==> config.mk <==
export PLATFORM = sky130hd
export DESIGN_NAME = matcalc_top
export DESIGN_NICKNAME = d
export VERILOG_FILES = /design/src/design/matcalc_pkg.sv /design/src/design/mat_port_if.sv /design/src/design/uart_rx.sv /design/src/design/uart_tx.sv /design/src/design/num_parser.sv /design/src/design/matrix_store.sv /design/src/design/entry_ctrl.sv /design/src/design/matrix_printer.sv /design/src/design/matcalc_top.sv
export SDC_FILE = /design/constraint.sdc
export NUM_CORES = 1
export LEC_CHECK = 0
export BUFFER_PORTS_ARGS = -buffer_cell sky130_fd_sc_hd__buf_2
export CORE_MARGIN = 3
export CORE_UTILIZATION = 64
export CTS_CLUSTER_DIAMETER = 60
export DETAILED_ROUTE_END_ITERATION = 12
export PLACE_DENSITY = 0.79
export SETUP_SLACK_MARGIN = 0.5
export SYNTH_ARGS = -nofsm -noshare
export SYNTH_HDL_FRONTEND = slang
export SYNTH_SLANG_ARGS = --single-unit
==> constraint.sdc <==
create_clock -name clk -period 11.4 [get_ports clk]
set_input_delay 0.57 -clock clk [delete_from_list [all_inputs] [get_ports clk]]
set_output_delay 0.57 -clock clk [all_outputs]
set_load 0.1 [all_outputs]
==> src/design/matcalc_pkg.sv <==
`default_nettype none

package matcalc_pkg;

    // ======================================================================
    // Matrix geometry
    // ======================================================================
    localparam int MAX_DIM   = 5;
    localparam int MAX_ELEMS = MAX_DIM * MAX_DIM;
    localparam int ELEM_W    = 16;

    typedef logic [ELEM_W-1:0] elem_t;
    typedef logic [2:0]        dim_t;
    // Flat index, row * MAX_DIM + col
    typedef logic [4:0]        idx_t;

    // ======================================================================
    // Control states
    // ======================================================================
    typedef enum logic [1:0] {
        ST_IDLE,
        ST_INPUT_DIM,
        ST_INPUT_DATA,
        ST_PRINT
    } ctrl_state_t;

    // ASCII bytes shared by parser and printer
    localparam logic [7:0] ASCII_SPACE = 8'h20;
    localparam logic [7:0] ASCII_LF    = 8'h0A;
    localparam logic [7:0] ASCII_ZERO  = 8'h30;

endpackage

`default_nettype wire

==> src/design/mat_port_if.sv <==
`timescale 1ns/1ps
`default_nettype none

// Write port into the matrix store
interface mat_wr_if import matcalc_pkg::*; ();
    dim_t  row;
    dim_t  col;
    elem_t data;
    logic  we;
    dim_t  dim_m;
    dim_t  dim_n;
    logic  dim_we;

    modport source (
        output row, col, data, we,
        output dim_m, dim_n, dim_we
    );

    modport target (
        input row, col, data, we,
        input dim_m, dim_n, dim_we
    );
endinterface

// Read port, element data returned without a clock
interface mat_rd_if import matcalc_pkg::*; ();
    dim_t  row;
    dim_t  col;
    elem_t data;
    dim_t  m;
    dim_t  n;

    modport sink (
        output row, col,
        input  data, m, n
    );

    modport source (
        input  row, col,
        output data, m, n
    );
endinterface

`default_nettype wire

==> src/design/uart_rx.sv <==
`timescale 1ns/1ps
`default_nettype none

module uart_rx #(
    parameter int CLKS_PER_BIT = 868
) (
    input  logic       clk,
    input  logic       rst_n,
    input  logic       rxd,
    output logic [7:0] rx_data,
    output logic       rx_valid
);
    localparam int CNT_W = $clog2(CLKS_PER_BIT) + 1;

    typedef enum logic [1:0] {RX_IDLE, RX_START, RX_DATA, RX_STOP} rx_state_t;

    rx_state_t        rx_state;
    logic [1:0]       sync;
    logic             rxd_s;
    logic [CNT_W-1:0] clk_cnt;
    logic             half_end;
    logic             bit_end;
    logic [2:0]       bit_idx;
    logic [7:0]       shift_reg;

    assign rxd_s    = sync[1];
    assign half_end = (clk_cnt == CNT_W'(CLKS_PER_BIT / 2 - 1));
    assign bit_end  = (clk_cnt == CNT_W'(CLKS_PER_BIT - 1));
    assign rx_data  = shift_reg;

    always_ff @(posedge clk or negedge rst_n) begin
        if (!rst_n) begin
            sync     <= 2'b11;
            rx_state <= RX_IDLE;
            clk_cnt  <= '0;
            bit_idx  <= '0;
            rx_valid <= 1'b0;
        end else begin
            sync     <= {sync[0], rxd};
            rx_valid <= 1'b0;
            case (rx_state)
                RX_IDLE: begin
                    clk_cnt <= '0;
                    if (!rxd_s) rx_state <= RX_START;
                end
                // Recheck the line at the middle of the start bit
                RX_START: begin
                    if (half_end) begin
                        clk_cnt  <= '0;
                        bit_idx  <= '0;
                        rx_state <= rxd_s ? RX_IDLE : RX_DATA;
                    end else begin
                        clk_cnt <= clk_cnt + 1'b1;
                    end
                end
                RX_DATA: begin
                    if (bit_end) begin
                        clk_cnt <= '0;
                        bit_idx <= bit_idx + 3'd1;
                        if (bit_idx == 3'd7) rx_state <= RX_STOP;
                    end else begin
                        clk_cnt <= clk_cnt + 1'b1;
                    end
                end
                RX_STOP: begin
                    if (bit_end) begin
                        rx_valid <= rxd_s;  // bad stop bit drops the byte
                        rx_state <= RX_IDLE;
                    end else begin
                        clk_cnt <= clk_cnt + 1'b1;
                    end
                end
                default: rx_state <= RX_IDLE;
            endcase
        end
    end

    // LSB first
    always_ff @(posedge clk) begin
        if (rx_state == RX_DATA && bit_end) shift_reg <= {rxd_s, shift_reg[7:1]};
    end

endmodule

`default_nettype wire

==> src/design/uart_tx.sv <==
`timescale 1ns/1ps
`default_nettype none

module uart_tx #(
    parameter int CLKS_PER_BIT = 868
) (
    input  logic       clk,
    input  logic       rst_n,
    input  logic [7:0] tx_data,
    input  logic       tx_start,
    output logic       txd,
    output logic       tx_busy
);
    localparam int CNT_W = $clog2(CLKS_PER_BIT) + 1;

    typedef enum logic [1:0] {TX_IDLE, TX_START, TX_DATA, TX_STOP} tx_state_t;

    tx_state_t        tx_state;
    logic [CNT_W-1:0] clk_cnt;
    logic             bit_end;
    logic [2:0]       bit_idx;
    logic [7:0]       shift_reg;

    assign bit_end = (clk_cnt == CNT_W'(CLKS_PER_BIT - 1));

    always_ff @(posedge clk or negedge rst_n) begin
        if (!rst_n) begin
            tx_state <= TX_IDLE;
            clk_cnt  <= '0;
            bit_idx  <= '0;
            txd      <= 1'b1;
            tx_busy  <= 1'b0;
        end else begin
            clk_cnt <= bit_end ? '0 : clk_cnt + 1'b1;
            case (tx_state)
                TX_IDLE: begin
                    clk_cnt <= '0;
                    if (tx_start) begin
                        txd      <= 1'b0;
                        tx_busy  <= 1'b1;
                        tx_state <= TX_START;
                    end
                end
                TX_START: begin
                    if (bit_end) begin
                        txd      <= shift_reg[0];
                        bit_idx  <= '0;
                        tx_state <= TX_DATA;
                    end
                end
                TX_DATA: begin
                    if (bit_end) begin
                        bit_idx <= bit_idx + 3'd1;
                        if (bit_idx == 3'd7) begin
                            txd      <= 1'b1;
                            tx_state <= TX_STOP;
                        end else begin
                            txd <= shift_reg[1];
                        end
                    end
                end
                // Busy stays up until the stop bit is complete
                TX_STOP: begin
                    if (bit_end) begin
                        tx_busy  <= 1'b0;
                        tx_state <= TX_IDLE;
                    end
                end
                default: tx_state <= TX_IDLE;
            endcase
        end
    end

    always_ff @(posedge clk) begin
        if (tx_state == TX_IDLE && tx_start) begin
            shift_reg <= tx_data;
        end else if (tx_state == TX_DATA && bit_end) begin
            shift_reg <= shift_reg >> 1;
        end
    end

endmodule

`default_nettype wire

==> src/design/num_parser.sv <==
`timescale 1ns/1ps
`default_nettype none

module num_parser import matcalc_pkg::*; (
    input  logic       clk,
    input  logic       rst_n,
    input  logic [7:0] rx_data,
    input  logic       rx_valid,
    output elem_t      number,
    output logic       number_valid
);
    logic [7:0] digit;
    logic       is_digit;
    elem_t      acc;
    logic       seen;

    assign digit    = rx_data - ASCII_ZERO;
    assign is_digit = (rx_data >= ASCII_ZERO) && (digit <= 8'd9);

    always_ff @(posedge clk or negedge rst_n) begin
        if (!rst_n) begin
            acc          <= '0;
            seen         <= 1'b0;
            number_valid <= 1'b0;
        end else begin
            number_valid <= 1'b0;
            if (rx_valid) begin
                if (is_digit) begin
                    // Wraps at 16 bits on long digit runs
                    acc  <= acc * elem_t'(10) + {8'd0, digit};
                    seen <= 1'b1;
                end else if (seen) begin
                    number_valid <= 1'b1;
                    acc          <= '0;
                    seen         <= 1'b0;
                end
            end
        end
    end

    always_ff @(posedge clk) begin
        if (rx_valid && !is_digit && seen) number <= acc;
    end

endmodule

`default_nettype wire

==> src/design/matrix_store.sv <==
`timescale 1ns/1ps
`default_nettype none

module matrix_store import matcalc_pkg::*; (
    input  logic     clk,
    input  logic     rst_n,
    mat_wr_if.target wr,
    mat_rd_if.source rd
);
    elem_t mem [MAX_ELEMS];
    dim_t  dim_m;
    dim_t  dim_n;
    idx_t  wr_idx;
    idx_t  rd_idx;

    // Fixed 5-wide row pitch regardless of n
    assign wr_idx = idx_t'(wr.row) * idx_t'(MAX_DIM) + idx_t'(wr.col);
    assign rd_idx = idx_t'(rd.row) * idx_t'(MAX_DIM) + idx_t'(rd.col);

    always_ff @(posedge clk) begin
        if (wr.we) mem[wr_idx] <= wr.data;
    end

    always_ff @(posedge clk or negedge rst_n) begin
        if (!rst_n) begin
            dim_m <= '0;
            dim_n <= '0;
        end else if (wr.dim_we) begin
            dim_m <= wr.dim_m;
            dim_n <= wr.dim_n;
        end
    end

    assign rd.data = mem[rd_idx];
    assign rd.m    = dim_m;
    assign rd.n    = dim_n;

endmodule

`default_nettype wire

==> src/design/entry_ctrl.sv <==
`timescale 1ns/1ps
`default_nettype none

module entry_ctrl import matcalc_pkg::*; #(
    parameter int ERR_HOLD_CYCLES = 100_000_000
) (
    input  logic        clk,
    input  logic        rst_n,
    input  logic        btn,
    input  elem_t       number,
    input  logic        number_valid,
    input  logic        print_done,
    mat_wr_if.source    wr,
    output logic        print_start,
    output logic        err_led,
    output ctrl_state_t state
);
    localparam int ERR_W = $clog2(ERR_HOLD_CYCLES + 1);

    logic [2:0]       btn_sync;
    logic             btn_rise;
    dim_t             dim_m;
    dim_t             dim_n;
    idx_t             total;
    idx_t             count;
    idx_t             clr_cnt;
    logic             clearing;
    logic [ERR_W-1:0] err_cnt;
    logic             dim_ok;
    logic             elem_ok;
    logic             data_phase;

    assign btn_rise   = btn_sync[1] & ~btn_sync[2];
    assign err_led    = (err_cnt != '0);
    assign dim_ok     = (number >= elem_t'(1)) && (number <= elem_t'(MAX_DIM));
    assign elem_ok    = (number <= elem_t'(9));
    assign data_phase = (state == ST_INPUT_DATA) && !clearing && !err_led;

    // Two sync stages plus one for the edge
    always_ff @(posedge clk or negedge rst_n) begin
        if (!rst_n) btn_sync <= '0;
        else        btn_sync <= {btn_sync[1:0], btn};
    end

    // ======================================================================
    // Memory write port
    // ======================================================================
    always_comb begin
        wr.data = '0;
        if (clearing) begin
            wr.row = dim_t'(clr_cnt / idx_t'(MAX_DIM));
            wr.col = dim_t'(clr_cnt % idx_t'(MAX_DIM));
            wr.we  = 1'b1;
        end else begin
            // Flat count split by the column count
            wr.row  = dim_t'(count / idx_t'(dim_n));
            wr.col  = dim_t'(count % idx_t'(dim_n));
            wr.data = number;
            wr.we   = data_phase && number_valid && elem_ok && !btn_rise;
        end
        wr.dim_m  = dim_m;
        wr.dim_n  = dim_t'(number);
        wr.dim_we = (state == ST_INPUT_DIM) && !err_led && number_valid && dim_ok
                    && (dim_m != '0);
    end

    // ======================================================================
    // Control FSM and error hold
    // ======================================================================
    always_ff @(posedge clk or negedge rst_n) begin
        if (!rst_n) begin
            state       <= ST_IDLE;
            dim_m       <= '0;
            dim_n       <= 3'd1;
            total       <= '0;
            count       <= '0;
            clr_cnt     <= '0;
            clearing    <= 1'b0;
            err_cnt     <= '0;
            print_start <= 1'b0;
        end else begin
            print_start <= 1'b0;
            if (err_led) err_cnt <= err_cnt - 1'b1;

            case (state)
                ST_IDLE: begin
                    if (btn_rise) begin
                        dim_m <= '0;
                        state <= ST_INPUT_DIM;
                    end
                end
                ST_INPUT_DIM: begin
                    if (!err_led && number_valid) begin
                        if (!dim_ok) begin
                            err_cnt <= ERR_W'(ERR_HOLD_CYCLES);
                            dim_m   <= '0;
                        end else if (dim_m == '0) begin
                            dim_m <= dim_t'(number);
                        end else begin
                            dim_n    <= dim_t'(number);
                            total    <= idx_t'(dim_m) * idx_t'(number);
                            count    <= '0;
                            clr_cnt  <= '0;
                            clearing <= 1'b1;
                            state    <= ST_INPUT_DATA;
                        end
                    end
                end
                ST_INPUT_DATA: begin
                    if (err_led) begin
                        // Bad element aborts once the hold ends
                        if (err_cnt == ERR_W'(1)) state <= ST_IDLE;
                    end else if (clearing) begin
                        clr_cnt <= clr_cnt + idx_t'(1);
                        if (clr_cnt == idx_t'(MAX_ELEMS - 1)) clearing <= 1'b0;
                    end else if (btn_rise) begin
                        print_start <= 1'b1;
                        state       <= ST_PRINT;
                    end else if (number_valid) begin
                        if (!elem_ok) begin
                            err_cnt <= ERR_W'(ERR_HOLD_CYCLES);
                        end else begin
                            count <= count + idx_t'(1);
                            if (count + idx_t'(1) == total) begin
                                print_start <= 1'b1;
                                state       <= ST_PRINT;
                            end
                        end
                    end
                end
                ST_PRINT: begin
                    if (print_done) state <= ST_IDLE;
                end
                default: state <= ST_IDLE;
            endcase
        end
    end

endmodule

`default_nettype wire

==> src/design/matrix_printer.sv <==
`timescale 1ns/1ps
`default_nettype none

module matrix_printer import matcalc_pkg::*; (
    input  logic       clk,
    input  logic       rst_n,
    input  logic       print_start,
    mat_rd_if.sink     rd,
    output logic [7:0] tx_data,
    output logic       tx_start,
    input  logic       tx_busy,
    output logic       print_done
);
    localparam elem_t TEN = elem_t'(10);

    typedef enum logic [2:0] {
        P_IDLE,
        P_LOAD,
        P_DIV,
        P_DIGIT,
        P_SEP,
        P_DONE
    } pr_state_t;

    pr_state_t  pr_state;
    dim_t       row;
    dim_t       col;
    dim_t       last_row;
    dim_t       last_col;
    elem_t      value;
    logic [3:0] digits [5];
    logic [2:0] ndig;
    logic       tx_ready;

    assign rd.row   = row;
    assign rd.col   = col;
    assign last_row = rd.m - 3'd1;
    assign last_col = rd.n - 3'd1;
    // busy only rises the cycle after a start
    assign tx_ready = !tx_busy && !tx_start;

    always_ff @(posedge clk or negedge rst_n) begin
        if (!rst_n) begin
            pr_state   <= P_IDLE;
            row        <= '0;
            col        <= '0;
            ndig       <= '0;
            tx_start   <= 1'b0;
            print_done <= 1'b0;
        end else begin
            tx_start   <= 1'b0;
            print_done <= 1'b0;
            case (pr_state)
                P_IDLE: begin
                    if (print_start) begin
                        row      <= '0;
                        col      <= '0;
                        pr_state <= P_LOAD;
                    end
                end
                P_LOAD: begin
                    ndig     <= '0;
                    pr_state <= P_DIV;
                end
                // One digit per cycle, least significant first
                P_DIV: begin
                    ndig <= ndig + 3'd1;
                    if (value < TEN) pr_state <= P_DIGIT;
                end
                P_DIGIT: begin
                    if (tx_ready) begin
                        tx_start <= 1'b1;
                        ndig     <= ndig - 3'd1;
                        if (ndig == 3'd1) pr_state <= P_SEP;
                    end
                end
                P_SEP: begin
                    if (tx_ready) begin
                        tx_start <= 1'b1;
                        if (col == last_col) begin
                            col <= '0;
                            if (row == last_row) begin
                                pr_state <= P_DONE;
                            end else begin
                                row      <= row + 3'd1;
                                pr_state <= P_LOAD;
                            end
                        end else begin
                            col      <= col + 3'd1;
                            pr_state <= P_LOAD;
                        end
                    end
                end
                // Wait out the final line feed
                P_DONE: begin
                    if (tx_ready) begin
                        print_done <= 1'b1;
                        pr_state   <= P_IDLE;
                    end
                end
                default: pr_state <= P_IDLE;
            endcase
        end
    end

    always_ff @(posedge clk) begin
        case (pr_state)
            P_LOAD: value <= rd.data;
            P_DIV: begin
                digits[ndig] <= 4'(value % TEN);
                value        <= value / TEN;
            end
            P_DIGIT: begin
                if (tx_ready) tx_data <= ASCII_ZERO + {4'd0, digits[ndig - 3'd1]};
            end
            P_SEP: begin
                if (tx_ready) tx_data <= (col == last_col) ? ASCII_LF : ASCII_SPACE;
            end
            default: ;
        endcase
    end

endmodule

`default_nettype wire

==> src/design/matcalc_top.sv <==
`timescale 1ns/1ps
`default_nettype none

module matcalc_top import matcalc_pkg::*; #(
    parameter int CLKS_PER_BIT    = 868,
    parameter int ERR_HOLD_CYCLES = 100_000_000
) (
    input  logic       clk,
    input  logic       rst_n,
    input  logic       uart_rxd,
    output logic       uart_txd,
    input  logic       btn,
    output logic       err_led,
    output logic [1:0] state
);
    // ======================================================================
    // Serial input and number parsing
    // ======================================================================
    logic [7:0] rx_data;
    logic       rx_valid;
    elem_t      number;
    logic       number_valid;

    uart_rx #(.CLKS_PER_BIT(CLKS_PER_BIT)) u_rx (
        .clk      (clk),
        .rst_n    (rst_n),
        .rxd      (uart_rxd),
        .rx_data  (rx_data),
        .rx_valid (rx_valid)
    );

    num_parser u_parser (
        .clk          (clk),
        .rst_n        (rst_n),
        .rx_data      (rx_data),
        .rx_valid     (rx_valid),
        .number       (number),
        .number_valid (number_valid)
    );

    // ======================================================================
    // Entry control and storage
    // ======================================================================
    mat_wr_if wr_bus ();
    mat_rd_if rd_bus ();

    logic print_start;
    logic print_done;

    entry_ctrl #(.ERR_HOLD_CYCLES(ERR_HOLD_CYCLES)) u_ctrl (
        .clk          (clk),
        .rst_n        (rst_n),
        .btn          (btn),
        .number       (number),
        .number_valid (number_valid),
        .print_done   (print_done),
        .wr           (wr_bus),
        .print_start  (print_start),
        .err_led      (err_led),
        .state        (state)
    );

    matrix_store u_store (
        .clk   (clk),
        .rst_n (rst_n),
        .wr    (wr_bus),
        .rd    (rd_bus)
    );

    // ======================================================================
    // Print-back
    // ======================================================================
    logic [7:0] tx_data;
    logic       tx_start;
    logic       tx_busy;

    matrix_printer u_printer (
        .clk         (clk),
        .rst_n       (rst_n),
        .print_start (print_start),
        .rd          (rd_bus),
        .tx_data     (tx_data),
        .tx_start    (tx_start),
        .tx_busy     (tx_busy),
        .print_done  (print_done)
    );

    uart_tx #(.CLKS_PER_BIT(CLKS_PER_BIT)) u_tx (
        .clk      (clk),
        .rst_n    (rst_n),
        .tx_data  (tx_data),
        .tx_start (tx_start),
        .txd      (uart_txd),
        .tx_busy  (tx_busy)
    );

endmodule

`default_nettype wire

==> results of run 1 <==
[routing by layer]
metal  track usage [%]  vias up
li1                  -     8269
met1              41.1     9498
met2              46.4      959
met3              5.03      168
met4              10.6        2
met5                 0        -
[Yosys cell counts (9+ instances only)]
master    number
xor2_1        35
a31oi_1        9
nand2b_1      21
buf_2         13
and3_1        16
and2_1        14
o211ai_1      12
o21ai_0      117
nor3b_1        9
clkbuf_1      78
o31ai_1       10
edfxtp_1     472
or3_1         11
mux4_2       117
nor3_1        40
ha_1         101
a22o_1        10
nor4_1        20
nand3_1       42
inv_1         70
a22oi_1       10
nor2b_1       30
nand2_1      157
buf_1         12
a211oi_1      36
mux2i_1       33
xnor2_1       69
nor2_1       160
nand4_1       12
mux2_2        20
o21a_1        10
a21o_1        20
a21oi_1       87
dfrtp_1      126
[worst max-delay path by stage]
stage          cells past startpoint             from  slack, ns                   to
2_1_floorplan                     33  u_ctrl.dim_n[0]       3.24   u_store.mem[15][0]
3_3_place_gp                      34  u_ctrl.dim_n[0]       2.52   u_store.mem[15][0]
3_5_place_dp                      36  u_ctrl.dim_n[0]       2.04   u_store.mem[15][5]
4_1_cts                           36  u_ctrl.dim_n[0]       1.82   u_store.mem[15][7]
5_1_grt                           35  u_ctrl.dim_n[0]       1.48   u_store.mem[12][7]
6_report                          35  u_ctrl.dim_n[0]       2.05  u_store.mem[13][11]
[cells by family (layout without fill, tap and decap cells)]
logic type	count (synthesis)	in the layout	synth area share (%)
flops	602	602	59.3
buf+inv	182	235	2.51
fa+ha+maj	114	114	5.01
xor+xnor	105	105	3.15
simple gates	570	570	9.45
mux	172	172	10.9
compound gates	419	419	9.66
[cell type report]
class | instances | area, sq um | share of cell area (%)
inverter | 74 | 278 | 0.869
tap | 592 | 741 | 2.32
clock buffer | 70 | 1530 | 4.78
sequential | 602 | 17400 | 54.5
multi-input combinational | 1380 | 11300 | 35.4
timing repair buffer | 52 | 382 | 1.19
clock inverter | 39 | 308 | 0.963
[metrics by stage]
stage / instance area [sq um] / hold slack [ns] / total power, mW / setup slack, ns
CTS: 32000 / 0.0168 / 7.96 / 1.82
global route: 32000 / 0.0256 / 8.43 / 1.48
floorplan: 29400 / 0.274 / 5.44 / 3.24
detailed placement: 30100 / 0.346 / 6.10 / 2.04
global placement: 30100 / 0.336 / 6.00 / 2.52
finish: 32000 / 0.0510 / 7.99 / 2.05
[report_power, final]
group          total [mW]  internal [mW]  switching, mW
sequential           2.90           2.66          0.235
clock                1.85           1.01          0.844
combinational        3.24           1.23           2.00
total                7.99           4.91           3.08
==> metrics.cfg, run 1 <==
[status]
outcome = completed

[job]
max-cap-violations = 0

[timing]
finClkSkew_ns = 0.0546
fmax_mhz = 107
final_hold_viol_count = 0
slew_headroom_pct = 18.5
setup_violations = 0
worst_slew_pin_slew_ns = 1.21
fin_tns_setup_ns = 0
timing.final.crit_share_pct = 82.0
period_minus_slack_ns = 9.35
rsz0062_at_grt = no
maxSlewViolCount = 0

[global_route]
grt_pass1_vias = 18526
grt.total_usage_pct = 29.1
antenna_found_initial = 2
grt_overflow = 0
grt_max_degree = 67
grt_pass1_wl_um = 107000

[synthesis]
synth_area_leaders = edfxtp_1, dfrtp_1, mux4_2
yosysUniqueCellTypes = 102
ys_ff_latch = 602
yosysWarnings = 0
ys.flop_type = edfxtp_1
seq_area_frac_synth_pct = 59.3
synth_nets = 2277
synth-edff-count = 472
synth.top_cell.area_share_pct = 48.2
yosysTopAreaCell = edfxtp_1
netlist_area_sq_um = 29400
avgSynthCellArea_sq_um = 13.6
async_flop_share_pct = 21.6
netlist_instances = 2164

[cts]
clk_latency_ns = 0.65
cts_num_sinks = 602
tritoncts.num_buffers = 59
post_cts_buffers = 0
cts_tree = done
holdBufCountCts = 1
clk_pin_slew_ns = 0.07
cts_root_buf = clkbuf_16
cts_htree_levels = 2
post_cts_resize_count = 0
cts_buffer_depth = 3

[routing]
drc = 0
wl_met2_um = 32600
met3_wirelength_um = 5910
drtIter0Drc = 2457
vias_per_cell = 6.73
drt-met1-wl_um = 27100
dr.pass1.iters = 7
vias = 18896
routedWlPerCell_um = 24.3
ant_nets = 0
highest_layer = met5
wl_um = 68200

[die]
die_x_um = 220
die_h_um = 220
die-area_sq_um = 48600
rows = 77
boundaryPins = 8
initial_utilization_pct = 65.6
core_sq_um = 44800

[placed_design]
gp_congestion = 0.903
dp_cells = 2699
hpwlAfterDp_um = 42700
port_buffers = 7

[cells_and_area]
num-fill-cells = 2777
final_cells = 2809
antenna_cells = 0
postLayoutCoreUtil_pct = 71.4
mostFrequentLayoutCell = edfxtp_1
syn2layout_area_growth_pct = 8.74
final_cell_mix = edfxtp_1, nand2_1, nor2_1, dfrtp_1
drive_above_1_share_pct = 15.2
top_register = u_store.mem
largest_reg_flops = 400
nets = 2282
largest_registers = u_store.mem: 400 flops, u_ctrl.err_cnt: 27 flops, u_printer.digits: 20 flops

[setup_path]
cpMostUsedCell = ha_1
reg2reg_depth = 35
path_max_fanout = 16
cp.arrival_ns = 9.59
ff2ff_setup_slack_ns = 2.05
path_delay_family = simple AND/OR/NAND/NOR gates
r2r_start = u_ctrl.dim_n[0]
r2r-end = u_store.mem[13][11]
cp.required_ns = 11.64
path_class = reg2reg
critPathMaxStageDelay_ns = 0.76
start_kind = flip-flop
cp_num_buf_inv = 2
crit_slowest_cell = nor2_2
end_kind = flip-flop

[power]
leakagePower_nw = 11.6
pwr_density_cell_nw_per_um2 = 250
peakVddDrop_mv = 0.213

[hold_path]
hold_start = btn
whs_path_depth = 1
hp-class = in2reg
whs_endpoint = u_ctrl.btn_sync[0]

No activity file was read; power rests on OpenSTA's default activity.
==> inputs of run 2 (changes only) <==
--- a/config.mk
+++ b/config.mk
@@ -7,10 +7,10 @@
 export LEC_CHECK = 0
 export BUFFER_PORTS_ARGS = -buffer_cell sky130_fd_sc_hd__buf_2
 export CORE_MARGIN = 3
-export CORE_UTILIZATION = 64
+export CORE_UTILIZATION = 58
 export CTS_CLUSTER_DIAMETER = 60
 export DETAILED_ROUTE_END_ITERATION = 12
-export PLACE_DENSITY = 0.79
+export PLACE_DENSITY = 0.76
 export SETUP_SLACK_MARGIN = 0.5
 export SYNTH_ARGS = -nofsm -noshare
 export SYNTH_HDL_FRONTEND = slang
==> constraint.sdc (replaced) <==
create_clock -name clk -period 7.8 [get_ports clk]
set_input_delay 0.39 -clock clk [delete_from_list [all_inputs] [get_ports clk]]
set_output_delay 0.39 -clock clk [all_outputs]
set_load 0.1 [all_outputs]
==> metrics.cfg, run 2 (synthesis results as in run 1) <==
[cts]
cts_tree = done  ; unchanged
tritoncts.num_buffers = 60  ; was 59
clk_pin_slew_ns = 0.06  ; was 0.07 ns
cts_htree_levels = 2  ; unchanged
cts_num_sinks = 602  ; unchanged
cts_root_buf = clkbuf_16  ; unchanged
cts_buffer_depth = 3  ; unchanged
clk_latency_ns = 0.63  ; was 0.65 ns

[die]
die_x_um = 231  ; was 220 um
die_h_um = 231  ; was 220 um
rows = 81  ; was 77
boundaryPins = 8  ; unchanged
core_sq_um = 49600  ; was 44800 sq um
initial_utilization_pct = 59.3  ; was 65.6%
die-area_sq_um = 53400  ; was 48600 sq um

[status]
outcome = completed  ; unchanged

[power]
p_int_mw = 7.51  ; was 4.91 mW
peakVddDrop_mv = 0.524  ; was 0.213 mV
fin_total_pwr_mw = 12.1  ; was 7.99 mW
power_frac_seq_pct = 34.8  ; was 36.3%
switchingPower_mw = 4.59  ; was 3.08 mW
leakagePower_nw = 12.1  ; was 11.6 nW
pwr-share-clk_pct = 23.8  ; was 23.2%
pwr_density_cell_nw_per_um2 = 361  ; was 250 nW/um^2
combPwrFrac_pct = 41.4  ; was 40.5%
switching_share_pct = 37.9  ; was 38.6%

[cells_and_area]
nets = 2343  ; was 2282
final_area_sq_um = 33500  ; was 32000 sq um
mostFrequentLayoutCell = edfxtp_1  ; unchanged
final_cell_mix = edfxtp_1, nand2_1, nor2_1, dfrtp_1, mux4_2  ; was edfxtp_1, nand2_1, nor2_1, dfrtp_1
largest_reg_flops = 400  ; unchanged
num-fill-cells = 3206  ; was 2777
largest_registers = u_store.mem: 400 flops, u_ctrl.err_cnt: 27 flops, u_printer.digits: 20 flops  ; unchanged
drive_above_1_share_pct = 19.9  ; was 15.2%
final_cells = 2940  ; was 2809
syn2layout_area_growth_pct = 13.9  ; was 8.74%
antenna_cells = 0  ; unchanged
multi_input_area_sq_um = 11800  ; was 11300 sq um
regArea_sq_um = 17400  ; unchanged
top_register = u_store.mem  ; unchanged

[placed_design]
post-place-ws_ns = -0.129  ; was 2.04 ns
place_area_sq_um = 30400  ; was 30100 sq um
gp_congestion = 0.883  ; was 0.903
dp_cells = 2781  ; was 2699
port_buffers = 7  ; unchanged
hpwlAfterDp_um = 41200  ; was 42700 um

[setup_path]
start_kind = flip-flop  ; unchanged
critPathMaxStageDelay_ns = 0.57  ; was 0.76 ns
path_max_fanout = 8  ; was 16
cpMostUsedCell = ha_4  ; was ha_1
cp.arrival_ns = 8.08  ; was 9.59 ns
ff2ff_setup_slack_ns = 0.05  ; was 2.05 ns
r2r-end = u_store.mem[14][12]  ; was u_store.mem[13][11]
path_class = reg2reg  ; unchanged
reg2reg_depth = 35  ; unchanged
cp.required_ns = 8.13  ; was 11.64 ns
crit_slowest_cell = dfstp_2  ; was nor2_2
end_kind = flip-flop  ; unchanged
r2r_start = u_ctrl.dim_n[0]  ; unchanged

[timing]
setup_violations = 0  ; unchanged
finClkSkew_ns = 0.0430  ; was 0.0546 ns
timing.hold.ws_ns = 0.319  ; was 0.0510 ns
slew_headroom_pct = 17.9  ; was 18.5%
fmax_mhz = 129  ; was 107 MHz
maxSlewViolCount = 0  ; unchanged
final_hold_viol_count = 0  ; unchanged
period_minus_slack_ns = 7.75  ; was 9.35 ns
fin_ws_ns = 0.0497  ; was 2.05 ns
timing.final.crit_share_pct = 99.4  ; was 82.0%
rsz0062_at_grt = yes  ; was no
worst_slew_pin_slew_ns = 1.23  ; was 1.21 ns

[routing]
drtIter0Drc = 2229  ; was 2457
vias_per_cell = 6.46  ; was 6.73
wl_um = 69000  ; was 68200 um
ant_nets = 0  ; unchanged
dr.pass1.iters = 5  ; was 7
routedWlPerCell_um = 23.5  ; was 24.3 um
drc = 0  ; unchanged
vias = 18990  ; was 18896

[global_route]
grt_max_degree = 71  ; was 67
grt_overflow = 0  ; unchanged
grt_pass1_vias = 18489  ; was 18526
antenna_found_initial = 1  ; was 2
grt_pass1_wl_um = 104000  ; was 107000 um
grt.total_usage_pct = 25.0  ; was 29.1%

[hold_path]
hp-class = in2async  ; was in2reg

[job]
max-cap-violations = 0  ; unchanged

run 2: changes by cell type in the layout (fill, tap and decap cells not counted), moves of 6 or more:
cell / previous run / this run
o21ai_0: 117 / 111
nor2_1: 150 / 131
buf_4: 44 / 52
ha_1: 99 / 88
nor2_4: 0 / 21
buf_6: 1 / 32
buf_12: 0 / 13
ha_4: 2 / 11
clkinv_2: 18 / 9
a21oi_1: 87 / 81
clkbuf_16: 59 / 65
run 2: repair_timing:
item                                    4_1_cts  5_1_grt
hold buffers                                  3        0
hold endpoints to repair                     61        0
cloned                                        2        9
resized for setup                            21      124
pin swaps                                    20       30
endpoints found under the setup margin      400      415
setup buffers                                24       13
run 2: layout make-up:
cell class,instances,area share [%]
Clock buffer,79,4.98
Clock inverter,29,0.852
Inverter,74,0.837
Multi-Input combinational cell,1380,35.2
Sequential cell,602,52.1
Tap cell,664,2.48
Timing Repair Buffer,112,3.60
run 2: per-layer routing:
| metal | part of all wire, % | up-vias | global-route usage [%] |
|---|---|---|---|
| li1 | - | 8424 | - |
| met1 | 40 | 9523 | 34.2 |
| met2 | 49 | 879 | 40.4 |
| met3 | 7.3 | 162 | 4.18 |
| met4 | 3.9 | 2 | 10.4 |
| met5 | 0.016 | - | 0 |
run 2: worst max path at each step:
stage | start | slack, ns | end
floorplan | u_ctrl.dim_n[0] | 0.52 | u_store.mem[15][0]
global placement | u_ctrl.dim_n[0] | 0.14 | u_store.mem[15][2]
detailed placement | u_ctrl.dim_n[0] | -0.13 | u_store.mem[15][2]
CTS | u_ctrl.dim_n[0] | 0.49 | u_store.mem[15][9]
global route | u_ctrl.dim_n[0] | -0.09 | u_store.mem[14][12]
finish | u_ctrl.dim_n[0] | 0.05 | u_store.mem[14][12]
run 2: through the flow:
step | TNS, ns | util [%]
2_1_floorplan | 0 | -
3_3_place_gp | 0 | 61.4
3_5_place_dp | -5.67 | 61.4
4_1_cts | 0 | 66.2
5_1_grt | -2.73 | 67.6
6_report | 0 | 67.6
run 2: worst max-delay path, delay by kind of cell (launching register included):
kind / cells / cell delay, ns
DFF: 1 / 0.57
adders and majority gates: 8 / 2.16
buffers and inverters: 4 / 0.49
AOI/OAI and AO/OA: 9 / 1.22
and+or+nand+nor: 11 / 2.12
xor gates and xnor gates: 2 / 0.53
muxes: 1 / 0.34
run 2: power by group through the flow:
stage,Combinational (mW),Sequential (mW),Clock [mW]
2_1_floorplan,3.90,4.07,0
3_3_place_gp,4.47,4.25,0
3_5_place_dp,4.61,4.26,0
4_1_cts,4.65,4.20,2.90
5_1_grt,5.46,4.25,3.05
6_report,5.01,4.21,2.87
==> inputs of run 3 (changes only) <==
--- a/config.mk
+++ b/config.mk
@@ -6,6 +6,7 @@
 export NUM_CORES = 1
 export LEC_CHECK = 0
 export BUFFER_PORTS_ARGS = -buffer_cell sky130_fd_sc_hd__buf_2
+export CORE_ASPECT_RATIO = 1.25
 export CORE_MARGIN = 3
 export CORE_UTILIZATION = 58
 export CTS_CLUSTER_DIAMETER = 60
==> metrics.cfg, run 3 (synthesis results as in run 1) <==
[status]
outcome = finished, violations left  ; was completed
violations = capacitance limit, slew limit

[cells_and_area]
num-fill-cells = 3275  ; was 3206
antenna_cells = 0  ; unchanged
syn2layout_area_growth_pct = 12.8  ; was 13.9%
multi_input_area_sq_um = 11700  ; was 11800 sq um
postLayoutCoreUtil_pct = 66.7  ; was 67.6%
mostFrequentLayoutCell = edfxtp_1  ; unchanged
top_register = u_store.mem  ; unchanged
regArea_sq_um = 17400  ; unchanged
final_area_sq_um = 33200  ; was 33500 sq um
drive_above_1_share_pct = 19.1  ; was 19.9%
final_cells = 2916  ; was 2940
final_cell_mix = edfxtp_1, nand2_1, nor2_1, dfrtp_1, mux4_2  ; unchanged
nets = 2329  ; was 2343
largest_registers = u_store.mem: 400 flops, u_ctrl.err_cnt: 27 flops, u_printer.digits: 20 flops  ; unchanged
largest_reg_flops = 400  ; unchanged

[routing]
vias = 19010  ; was 18990
vias_per_cell = 6.52  ; was 6.46
drc = 0  ; unchanged
routedWlPerCell_um = 24.6  ; was 23.5 um
drtIter0Drc = 2435  ; was 2229
ant_nets = 0  ; unchanged
dr.pass1.iters = 6  ; was 5
wl_um = 71700  ; was 69000 um

[setup_path]
cp.arrival_ns = 7.90  ; was 8.08 ns
path_class = reg2reg  ; unchanged
crit_slowest_cell = dfstp_2  ; unchanged
cp_num_buf_inv = 5  ; was 4
end_kind = flip-flop  ; unchanged
path_max_fanout = 6  ; was 8
ff2ff_setup_slack_ns = 0.26  ; was 0.05 ns
cpMostUsedCell = ha_4  ; unchanged
cp.required_ns = 8.17  ; was 8.13 ns
critPathMaxStageDelay_ns = 0.56  ; was 0.57 ns
path_delay_family = simple AND/OR/NAND/NOR gates  ; was adder cells
start_kind = flip-flop  ; unchanged

[timing]
worst_slew_pin_slew_ns = 1.50  ; was 1.23 ns
finClkSkew_ns = 0.0466  ; was 0.0430 ns
slew_headroom_pct = -0.711  ; was 17.9%
rsz0062_at_grt = yes  ; unchanged
setup_violations = 0  ; unchanged
maxSlewViolCount = 26  ; was 0
fmax_mhz = 133  ; was 129 MHz
timing.final.crit_share_pct = 96.6  ; was 99.4%
final_hold_viol_count = 0  ; unchanged
timing.hold.ws_ns = 0.319  ; about the same
period_minus_slack_ns = 7.54  ; was 7.75 ns

[placed_design]
place_area_sq_um = 30400  ; about the same
gp_congestion = 0.876  ; was 0.883
dp_cells = 2764  ; was 2781
port_buffers = 7  ; unchanged
hpwlAfterDp_um = 42800  ; was 41200 um

[cts]
clk_pin_slew_ns = 0.07  ; was 0.06 ns
cts_buffer_depth = 3  ; unchanged
tritoncts.num_buffers = 58  ; was 60
cts_root_buf = clkbuf_16  ; unchanged
cts_tree = done  ; unchanged
cts_num_sinks = 602  ; unchanged
clk_latency_ns = 0.65  ; was 0.63 ns
cts_htree_levels = 2  ; unchanged

[global_route]
grt_pass1_vias = 18550  ; was 18489
grt.total_usage_pct = 25.4  ; was 25.0%
antenna_found_initial = 0  ; was 1
grt_max_degree = 72  ; was 71
grt_pass1_wl_um = 106000  ; was 104000 um
grt_overflow = 0  ; unchanged

[die]
initial_utilization_pct = 59.1  ; was 59.3%
die-area_sq_um = 53500  ; was 53400 sq um
die_h_um = 258  ; was 231 um
rows = 91  ; was 81
core_sq_um = 49800  ; was 49600 sq um
die_x_um = 207  ; was 231 um
boundaryPins = 8  ; unchanged

[job]
max-cap-violations = 1  ; was 0

[power]
fin_total_pwr_mw = 11.8  ; was 12.1 mW
leakagePower_nw = 12.0  ; was 12.1 nW
pwr_density_cell_nw_per_um2 = 357  ; was 361 nW/um^2
peakVddDrop_mv = 0.336  ; was 0.524 mV

[hold_path]
hp-class = in2async  ; unchanged

-- run 3: changes by cell type in the layout (fill, tap and decap cells not counted), moves of 3 or more --
cell / delta
ha_4: -3
nor2_1: +5
buf_6: -15
nor2b_2: +5
clkbuf_16: -3
nor2b_1: -5
clkinv_2: +6
nor2_4: -4
clkinv_1: +4
buf_8: +3
ha_1: +4
-- run 3: per-layer routing --
| layer | vias to the layer above | global-route usage (%) | share of wire, % |
|---|---|---|---|
| met4 | 0 | 11.9 | 4.8 |
| met3 | 188 | 3.60 | 6.5 |
| met5 | - | 0 | 0 |
| met1 | 9561 | 31.7 | 37 |
| li1 | 8385 | - | - |
| met2 | 876 | 44.0 | 52 |
-- run 3: worst reg2reg max path, delay by kind of cell (launching register included) --
family                   cells  cell delay, ns
AND/OR/NAND/NOR             11            1.83
buffers and inverters        5            0.67
AO/OA/AOI/OAI               11            1.73
adder cells (fa/ha/maj)      7            1.80
multiplexers                 1            0.32
XOR/XNOR                     2            0.39
flip-flops                   1            0.56
-- run 3: power breakdown --
group / switching [mW] / internal, mW / leakage, nW
sequential: 0.342 / 3.89 / 6.12
combinational: 2.93 / 1.88 / 4.98
clock: 1.25 / 1.54 / 0.913
total: 4.51 / 7.32 / 12.0
-- run 3: layout make-up --
class / instances / share of cell area [%]
inverters: 74 / 0.845
repair buffers: 100 / 3.27
clock buffers: 73 / 4.67
multi-input cells: 1380 / 35.3
flip-flops and latches: 602 / 52.5
clock inverters: 36 / 0.920
well taps: 651 / 2.46
-- run 3: what timing repair did --
action,4_1_cts,5_1_grt
buffers inserted,20,14
pin swaps,19,24
endpoints found under the setup margin,400,400
gates cloned,2,4
hold buffers,3,0
hold endpoints to repair,69,0
resized for setup,30,64
-- run 3: final timing paths --
check / depth (start not counted) / to / start
min in group clk: 0 / u_ctrl.btn_sync[1] / u_ctrl.btn_sync[0]
setup / recovery: 37 / u_store.mem[10][14] / u_ctrl.dim_n[0]
setup reg to reg: 37 / u_store.mem[10][14] / u_ctrl.dim_n[0]
max in group asynchronous: 3 / u_ctrl.err_cnt[16] / rst_n
hold / removal: 2 / u_parser.acc[11] / rst_n
hold reg to reg: 0 / u_ctrl.btn_sync[1] / u_ctrl.btn_sync[0]
-- run 3: per-stage QoR --
stage | TNS [ns] | worst slack (ns)
floorplan | 0 | 0.519
global placement | 0 | 0.204
detailed placement | -5.41 | -0.115
CTS | 0 | 0.514
global route | 0 | 0.0241
finish | 0 | 0.262
